**src/rtl/lcd_pkg.sv**
```systemverilog
package lcd_pkg;

	// timing base
	localparam int CYC_PER_US = 15;	// clock cycles per microsecond

	localparam int T_POWERUP_US = 500;	// wait after reset
	localparam int T_CMD_US = 50;	// normal command slot
	localparam int T_CLEAR_US = 200;	// clear needs the long slot
	localparam int T_INIT_E_US = 10;	// enable width during init
	localparam int T_ENTRY_US = 100;	// wait after entry mode set
	localparam int T_E_SETUP_US = 1;	// e low before the pulse
	localparam int T_E_HIGH_US = 13;	// e pulse width

	// display geometry
	localparam int COLS = 16;
	localparam int ROWS = 2;
	localparam int COL_W = $clog2(COLS);
	localparam int ROW_W = (ROWS > 1) ? $clog2(ROWS) : 1;
	typedef logic [COL_W-1:0] col_t;
	typedef logic [ROW_W-1:0] row_t;
	localparam col_t LAST_COL = col_t'(COLS - 1);
	localparam row_t LAST_ROW = row_t'(ROWS - 1);
	localparam logic [6:0] LINE2_ADDR = 7'h40;	// ddram start of line two

	// command bytes
	localparam logic [7:0] CMD_CLEAR = 8'h01;
	localparam logic [7:0] CMD_SET_ADDR = 8'h80;	// address goes in the low bits

	// command queue
	localparam int FIFO_DEPTH = 16;
	localparam int FIFO_AW = $clog2(FIFO_DEPTH);
	typedef logic [FIFO_AW:0] fifo_cnt_t;
	localparam fifo_cnt_t FIFO_FULL = fifo_cnt_t'(FIFO_DEPTH);

	// shared cycle counter of the bus driver
	localparam int CNT_W = $clog2(T_POWERUP_US * CYC_PER_US + 1);
	typedef logic [CNT_W-1:0] cnt_t;
	localparam cnt_t POWERUP_CYC = cnt_t'(T_POWERUP_US * CYC_PER_US);
	localparam cnt_t CMD_CYC = cnt_t'(T_CMD_US * CYC_PER_US);
	localparam cnt_t CLEAR_CYC = cnt_t'(T_CLEAR_US * CYC_PER_US);
	localparam cnt_t ENTRY_WAIT_CYC = cnt_t'(T_ENTRY_US * CYC_PER_US);
	localparam cnt_t INIT_E_CYC = cnt_t'(T_INIT_E_US * CYC_PER_US);
	localparam cnt_t E_RISE_CYC = cnt_t'(T_E_SETUP_US * CYC_PER_US);
	localparam cnt_t E_FALL_CYC = cnt_t'((T_E_SETUP_US + T_E_HIGH_US) * CYC_PER_US);

	// one queued display command
	typedef struct packed {
		logic rs;	// 1 = character, 0 = command
		logic [7:0] data;
		logic set_addr;	// address command goes first
		logic [6:0] addr;
	} lcd_cmd_t;

endpackage

```
**src/rtl/lcd_cmd_if.sv**
```systemverilog
`timescale 1ns/1ps

// head of the command queue as seen by the bus driver
interface lcd_cmd_if;

	logic valid;	// queue not empty
	lcd_pkg::lcd_cmd_t entry;	// head entry
	logic take;	// driver removes the head
	logic ready_in;	// driver idle and initialized

	modport source (
		output valid,
		output entry,
		input take,
		input ready_in
	);

	modport sink (
		input valid,
		input entry,
		output take,
		output ready_in
	);

endinterface

```
**src/rtl/lcd_cursor_tracker.sv**
```systemverilog
`timescale 1ns/1ps

module lcd_cursor_tracker (
	input logic clk,
	input logic rst,
	input logic char_valid,
	input logic [7:0] char_code,
	input logic clear_valid,
	output logic push,
	output lcd_pkg::lcd_cmd_t push_entry
);

	lcd_pkg::col_t col;	// column of the next character
	lcd_pkg::row_t row;	// row of the next character
	logic need_addr;	// cursor wrapped, display address is stale
	logic at_line_end;
	logic [6:0] line_addr;

	assign at_line_end = (col == lcd_pkg::LAST_COL);

	// start address of the current row
	always_comb begin
		if (row == '0) begin
			line_addr = 7'h00;
		end else begin
			line_addr = lcd_pkg::LINE2_ADDR;
		end
	end

	// cursor and strobe
	always_ff @(posedge clk) begin
		if (rst) begin
			push <= 1'b0;
			col <= '0;
			row <= '0;
			need_addr <= 1'b0;
		end else begin
			push <= char_valid | clear_valid;
			if (clear_valid) begin	// clear wins over a character
				col <= '0;
				row <= '0;
				need_addr <= 1'b0;	// display homes itself on clear
			end else if (char_valid) begin
				need_addr <= at_line_end;
				if (at_line_end) begin
					col <= '0;
					if (row == lcd_pkg::LAST_ROW) begin
						row <= '0;
					end else begin
						row <= row + 1'b1;
					end
				end else begin
					col <= col + 1'b1;
				end
			end
		end
	end

	// entry payload, qualified by push
	always_ff @(posedge clk) begin
		if (clear_valid) begin
			push_entry.rs <= 1'b0;
			push_entry.data <= lcd_pkg::CMD_CLEAR;
			push_entry.set_addr <= 1'b0;
			push_entry.addr <= '0;
		end else if (char_valid) begin
			push_entry.rs <= 1'b1;
			push_entry.data <= char_code;
			push_entry.set_addr <= need_addr;	// first char after a wrap
			push_entry.addr <= line_addr;
		end
	end

endmodule

```
**src/rtl/lcd_cmd_fifo.sv**
```systemverilog
`timescale 1ns/1ps

module lcd_cmd_fifo (
	input logic clk,
	input logic rst,
	input logic push,
	input lcd_pkg::lcd_cmd_t push_entry,
	lcd_cmd_if.source cmd,
	output logic overflow
);

	lcd_pkg::lcd_cmd_t mem [lcd_pkg::FIFO_DEPTH];
	logic [lcd_pkg::FIFO_AW-1:0] wr_ptr;
	logic [lcd_pkg::FIFO_AW-1:0] rd_ptr;
	lcd_pkg::fifo_cnt_t count;
	logic full;
	logic do_push;
	logic do_pop;

	assign full = (count == lcd_pkg::FIFO_FULL);
	assign do_push = push && !full;	// no back-pressure, drop when full
	assign do_pop = cmd.take && cmd.ready_in && cmd.valid;

	assign cmd.valid = (count != '0);
	assign cmd.entry = mem[rd_ptr];	// head

	// storage
	always_ff @(posedge clk) begin
		if (do_push) begin
			mem[wr_ptr] <= push_entry;
		end
	end

	// pointers wrap on their own, depth is a power of two
	always_ff @(posedge clk) begin
		if (rst) begin
			wr_ptr <= '0;
			rd_ptr <= '0;
			count <= '0;
			overflow <= 1'b0;
		end else begin
			if (do_push) begin
				wr_ptr <= wr_ptr + 1'b1;
			end
			if (do_pop) begin
				rd_ptr <= rd_ptr + 1'b1;
			end
			case ({do_push, do_pop})
				2'b10: count <= count + 1'b1;
				2'b01: count <= count - 1'b1;
				default: count <= count;
			endcase
			if (push && full) begin
				overflow <= 1'b1;	// sticky until reset
			end
		end
	end

endmodule

```
**src/rtl/lcd_bus_driver.sv**
```systemverilog
`timescale 1ns/1ps

module lcd_bus_driver (
	input logic clk,
	input logic rst,
	input logic [6:0] disp_mode,	// lines, font, display, cursor, blink, inc, shift
	lcd_cmd_if.sink cmd,
	output logic lcd_e,
	output logic lcd_rs,
	output logic lcd_rw,
	output logic [7:0] lcd_data,
	output logic ready
);

	typedef enum logic [1:0] {
		ST_POWERUP,
		ST_INIT,
		ST_IDLE,
		ST_XFER
	} state_t;

	state_t state;
	lcd_pkg::cnt_t cnt;	// shared by every phase
	logic [1:0] init_step;
	logic [7:0] init_byte;
	lcd_pkg::cnt_t init_wait;
	lcd_pkg::cnt_t step_len;
	lcd_pkg::lcd_cmd_t cur;	// entry being played
	logic addr_phase;	// address command still to go
	logic xfer_rs;
	logic [7:0] xfer_byte;
	lcd_pkg::cnt_t slot_len;
	logic take;

	assign lcd_rw = 1'b0;	// write only

	assign cmd.ready_in = (state == ST_IDLE);
	assign take = cmd.valid && (state == ST_IDLE);
	assign cmd.take = take;

	// power-up command table
	always_comb begin
		case (init_step)
			2'd0: begin	// function set
				init_byte = {4'b0011, disp_mode[6:5], 2'b00};
				init_wait = lcd_pkg::CMD_CYC;
			end
			2'd1: begin	// display on/off control
				init_byte = {5'b00001, disp_mode[4:2]};
				init_wait = lcd_pkg::CMD_CYC;
			end
			2'd2: begin
				init_byte = lcd_pkg::CMD_CLEAR;
				init_wait = lcd_pkg::CLEAR_CYC;
			end
			default: begin	// entry mode set
				init_byte = {6'b000001, disp_mode[1:0]};
				init_wait = lcd_pkg::ENTRY_WAIT_CYC;
			end
		endcase
		step_len = lcd_pkg::INIT_E_CYC + init_wait;
	end

	// byte on the bus during a transfer
	always_comb begin
		if (addr_phase) begin
			xfer_rs = 1'b0;
			xfer_byte = lcd_pkg::CMD_SET_ADDR | {1'b0, cur.addr};
		end else begin
			xfer_rs = cur.rs;
			xfer_byte = cur.data;
		end
		if (!xfer_rs && (xfer_byte == lcd_pkg::CMD_CLEAR)) begin
			slot_len = lcd_pkg::CLEAR_CYC;	// clear is slow
		end else begin
			slot_len = lcd_pkg::CMD_CYC;
		end
	end

	always_ff @(posedge clk) begin
		if (take) begin
			cur <= cmd.entry;
		end
	end

	always_ff @(posedge clk) begin
		if (rst) begin
			state <= ST_POWERUP;
			cnt <= '0;
			init_step <= '0;
			addr_phase <= 1'b0;
			lcd_e <= 1'b0;
			lcd_rs <= 1'b0;
			lcd_data <= '0;
			ready <= 1'b0;
		end else begin
			case (state)
				ST_POWERUP: begin
					if (cnt == lcd_pkg::POWERUP_CYC - 1'b1) begin
						cnt <= '0;
						state <= ST_INIT;
					end else begin
						cnt <= cnt + 1'b1;
					end
				end
				ST_INIT: begin
					lcd_rs <= 1'b0;
					lcd_data <= init_byte;
					lcd_e <= (cnt < lcd_pkg::INIT_E_CYC);	// e leads the wait
					if (cnt == step_len - 1'b1) begin
						cnt <= '0;
						init_step <= init_step + 1'b1;
						if (init_step == 2'd3) begin
							state <= ST_IDLE;
							ready <= 1'b1;
						end
					end else begin
						cnt <= cnt + 1'b1;
					end
				end
				ST_IDLE: begin
					lcd_e <= 1'b0;
					if (take) begin
						cnt <= '0;
						addr_phase <= cmd.entry.set_addr;
						state <= ST_XFER;
					end
				end
				default: begin	// ST_XFER
					lcd_rs <= xfer_rs;
					lcd_data <= xfer_byte;
					lcd_e <= (cnt >= lcd_pkg::E_RISE_CYC) && (cnt < lcd_pkg::E_FALL_CYC);
					if (cnt == slot_len - 1'b1) begin
						cnt <= '0;
						if (addr_phase) begin
							addr_phase <= 1'b0;	// now the byte itself
						end else begin
							state <= ST_IDLE;
						end
					end else begin
						cnt <= cnt + 1'b1;
					end
				end
			endcase
		end
	end

endmodule

```
**src/rtl/lcd_text_top.sv**
```systemverilog
`timescale 1ns/1ps

module lcd_text_top (
	input logic clk,
	input logic rst,
	input logic char_valid,
	input logic [7:0] char_code,
	input logic clear_valid,
	input logic [6:0] disp_mode,
	output logic lcd_e,
	output logic lcd_rs,
	output logic lcd_rw,
	output logic [7:0] lcd_data,
	output logic ready,
	output logic overflow
);

	logic push;
	lcd_pkg::lcd_cmd_t push_entry;

	lcd_cmd_if cmd_bus ();	// queue head to driver

	lcd_cursor_tracker tracker0 (
		.clk (clk),
		.rst (rst),
		.char_valid (char_valid),
		.char_code (char_code),
		.clear_valid (clear_valid),
		.push (push),
		.push_entry (push_entry)
	);

	lcd_cmd_fifo fifo0 (
		.clk (clk),
		.rst (rst),
		.push (push),
		.push_entry (push_entry),
		.cmd (cmd_bus.source),
		.overflow (overflow)
	);

	lcd_bus_driver driver0 (
		.clk (clk),
		.rst (rst),
		.disp_mode (disp_mode),
		.cmd (cmd_bus.sink),
		.lcd_e (lcd_e),
		.lcd_rs (lcd_rs),
		.lcd_rw (lcd_rw),
		.lcd_data (lcd_data),
		.ready (ready)
	);

endmodule

```
**config.mk**
```make
export PLATFORM = sky130hd
export DESIGN_NAME = lcd_text_top
export DESIGN_NICKNAME = d
export VERILOG_FILES = /design/src/rtl/lcd_pkg.sv /design/src/rtl/lcd_cmd_if.sv /design/src/rtl/lcd_cursor_tracker.sv /design/src/rtl/lcd_cmd_fifo.sv /design/src/rtl/lcd_bus_driver.sv /design/src/rtl/lcd_text_top.sv
export SDC_FILE = /design/constraint.sdc
export NUM_CORES = 1
export LEC_CHECK = 0
export ABC_AREA = 1
export BUFFER_PORTS_ARGS = -buffer_cell sky130_fd_sc_hd__buf_2
export CORE_MARGIN = 2
export CORE_UTILIZATION = 40
export DETAILED_ROUTE_END_ITERATION = 8
export SETUP_SLACK_MARGIN = 0.05
export SLEW_MARGIN = 20
export SYNTH_ARGS = -nofsm -noshare
export SYNTH_HDL_FRONTEND = slang
export SYNTH_HIERARCHICAL = 1
export SYNTH_SLANG_ARGS = --single-unit
```
**constraint.sdc**
```tcl
create_clock -name clk -period 3.63 [get_ports clk]
set_input_delay 0.9075 -clock clk [delete_from_list [all_inputs] [get_ports clk]]
set_output_delay 0.9075 -clock clk [all_outputs]
set_load 0.01 [all_outputs]
```
==> flow_metrics.py <==
metrics = {
    "synth": {
        "syn_area_sq_um": 15300,
        "syn_inst": 1312,
        "synth-seq-cells": 353,
        "ys_async_sr_fraction_pct": 0,
        "synth_cell_types": 48,
        "seq_area_frac_synth_pct": 64.9,
        "synth-main-ff-cell": "edfxtp_1",
        "yosysWarningCount": 6,
        "synth-edff-count": 288,
        "syn_area_per_cell_sq_um": 11.7,
    },
    "sta": {
        "slew_viol_final": 0,
        "relSlewSlack_pct": 32.5,
        "fmax_mhz": 376,
        "fin_crit_sh_pct": 73.3,
        "setup_viol": 0,
        "layout_min_cycle_time_ns": 2.66,
        "finalSetupTns_ns": 0,
        "finalHoldViolations": 0,
        "skew_ns": 0.0168,
        "rsz0062_at_grt": "no",
        "worstMarginPinSlew_ns": 1.01,
    },
    "cells_and_area": {
        "n_antenna_cell": 0,
        "drive_above_1_share_pct": 14.8,
        "area_delta_synth_final_pct": 12.4,
        "fin_cells": 1885,
        "final_common_cell": "edfxtp_1",
        "final_cell_mix": "edfxtp_1 (288), inv_1 (135), nand2_1 (135)",
        "nets": 1383,
    },
    "pwr": {
        "power.density_nw_per_um2": 499,
        "seqPwrFrac_pct": 52.6,
        "p_switching_mw": 1.77,
        "netSwitchingFraction_pct": 20.6,
        "p_clk_share_pct": 44.5,
        "pwr-share-comb_pct": 2.9,
        "p_int_mw": 6.84,
        "ir_drop_mv": 0.266,
        "leakagePower_nw": 6.09,
    },
    "detailed_routing": {
        "drtIter0Drc": 586,
        "dr.pass1.iters": 5,
        "vias": 9661,
        "ant_nets": 0,
        "wl_um": 33800,
        "avgViaCountPerCell": 5.13,
        "drc": 0,
        "wire_per_inst_um": 17.9,
    },
    "clocking": {
        "cts.sink_count": 353,
        "clockBufferDepth": 3,
        "cts_made_buffers": 38,
        "cts_resized": 0,
        "cts-root-buf": "clkbuf_16",
        "hold_buffers": 0,
        "post_cts_buffers": 0,
        "htree_num_levels": 2,
        "clock_latency_ns": 0.52,
        "cts_tree": "built",
        "clk_pin_slew_ns": 0.05,
    },
    "critical_path": {
        "critPathLaunchType": "flop",
        "critical_path_class": "reg -> reg",
        "crit_fanout": 17,
        "required_ns": 4.05,
        "crit_arrival_ns": 3.08,
        "worst_setup_path_end_kind": "flop",
    },
    "floorplan": {
        "die-area_sq_um": 39900,
        "die_y_um": 200,
        "fp.dieW_um": 200,
        "start_util_pct": 40.6,
        "core_region_area_sq_um": 37800,
        "fp-row-count": 71,
        "pin_count": 32,
    },
    "min_path": {
        "hp-class": "reg -> reg",
    },
    "grt": {
        "grt_pass1_wl_um": 52400,
        "grt_overflow_total": 0,
        "grt_pass1_vias": 9466,
        "grt_max_degree": 50,
        "track_usage_pct": 17.3,
        "antenna_found_initial": 2,
    },
    "placement": {
        "port_buffers": 30,
        "dp_hpwl_um": 19700,
        "dp.cells": 1816,
        "gp_congestion": 0.916,
    },
    "status": {
        "status": "completed",
    },
    "job": {
        "maxCapViolations": 0,
    },
}
==> metal layers <==
metal / GRT usage (%) / vias to the layer above / wire length (um)
met5: 0 / - / 16
met4: 4.91 / 2 / 672
met3: 2.81 / 55 / 1740
met2: 30.7 / 214 / 16800
met1: 21.7 / 4692 / 14600
li1: - / 4698 / -
==> sequential cells by signal (all words and copies together) (netlist names), 2 cells and up, named ones only <==
name / cells
driver0/lcd_data: 8
driver0/cnt: 13
tracker0/push_entry: 11
fifo0/wr_ptr: 4
driver0/state: 2
fifo0/rd_ptr: 4
fifo0/count: 5
fifo0/mem: 272
tracker0/col: 4
driver0/cur: 16
driver0/init_step: 2
==> metrics by stage <==
| step | total power [mW] | instance area [sq um] | util, % | hold slack [ns] | setup WS (ns) |
|---|---|---|---|---|---|
| 5_1_grt | 8.92 | 17200 | 45.7 | 0.500 | 0.705 |
| 2_1_floorplan | 4.76 | 15400 | - | 0.447 | 1.13 |
| 4_1_cts | 8.70 | 17200 | 45.7 | 0.467 | 0.942 |
| 3_3_place_gp | 4.85 | 16000 | 42.4 | 0.442 | 1.06 |
| 6_report | 8.60 | 17200 | 45.7 | 0.456 | 0.968 |
| 3_5_place_dp | 4.85 | 16000 | 42.4 | 0.451 | 0.979 |
==> final cells by class <==
cell class / count / area, sq um
multi-input combinational: 745 / 4430
tap: 511 / 639
inverter: 148 / 558
clock inverter: 22 / 208
sequential: 353 / 9960
fill: 3432 / 20500
clock buffer: 47 / 1040
timing repair buffer: 59 / 405
==> synthesized netlist by cell type, drive strengths merged (2+ instances only) <==
cell type,n,area share (%)
edfxtp,288,56
inv,147,3.6
nand2,143,3.8
o21ai,118,3.9
a21oi,106,4.2
nor2,98,2.6
o211ai,72,3.5
nand3,69,2.4
mux2i,68,4.4
dfxtp,65,8.5
buf,42,2.2
clkbuf,29,0.79
ha,19,1.5
nor3,13,0.49
nand4,9,0.41
xor2,5,0.29
a31oi,3,0.12
xnor2,3,0.17
conb,2,0.049
nor3b,2,0.098
o31ai,2,0.098
==> power groups by stage <==
stage	Combinational, mW	Clock [mW]	Sequential, mW
global route	0.283	4.10	4.53
CTS	0.243	3.93	4.52
finish	0.246	3.83	4.53
floorplan	0.178	0	4.58
detailed placement	0.242	0	4.61
global placement	0.238	0	4.61
==> path summary, 6_finish.rpt <==
kind | depth (start not counted) | from | slack (ns) | endpoint
setup / recovery | 19 | driver0/state[0]$_SDFFE_PP0P_ | 0.97 | fifo0/count[4]$_SDFFE_PP0P_
hold / removal | 2 | fifo0/overflow$_SDFFE_PP0P_ | 0.46 | fifo0/overflow$_SDFFE_PP0P_
setup reg to reg | 19 | driver0/state[0]$_SDFFE_PP0P_ | 0.97 | fifo0/count[4]$_SDFFE_PP0P_
hold reg to reg | 2 | fifo0/overflow$_SDFFE_PP0P_ | 0.46 | fifo0/overflow$_SDFFE_PP0P_
==> worst max-delay path, stage by stage (launching register included) <==
cell and delay [ns]:
dfxtp_1 0.33, inv_1 0.12, ha_1 0.27, nand2_1 0.07, inv_1 0.05, buf_4 0.22, nand2_1 0.08, inv_1 0.09
nand2_4 0.08, inv_4 0.09, ha_1 0.29, xor2_1 0.22, ha_1 0.17, inv_1 0.04, nand2_1 0.08, nand2_1 0.08
nand3_1 0.09, nand3_1 0.08, nand2_1 0.06, inv_1 0.04
==> cells by family after synthesis <==
logic type	share of synthesized area, %
DFF	64.9
and+or+nand+nor	9.96
AOI/OAI and AO/OA	12.1
buffers and inverters	6.61
muxes	4.44
adders and majority gates	1.55
xor gates and xnor gates	0.457
other	0.0490
Power figures use the tool's default switching activity.
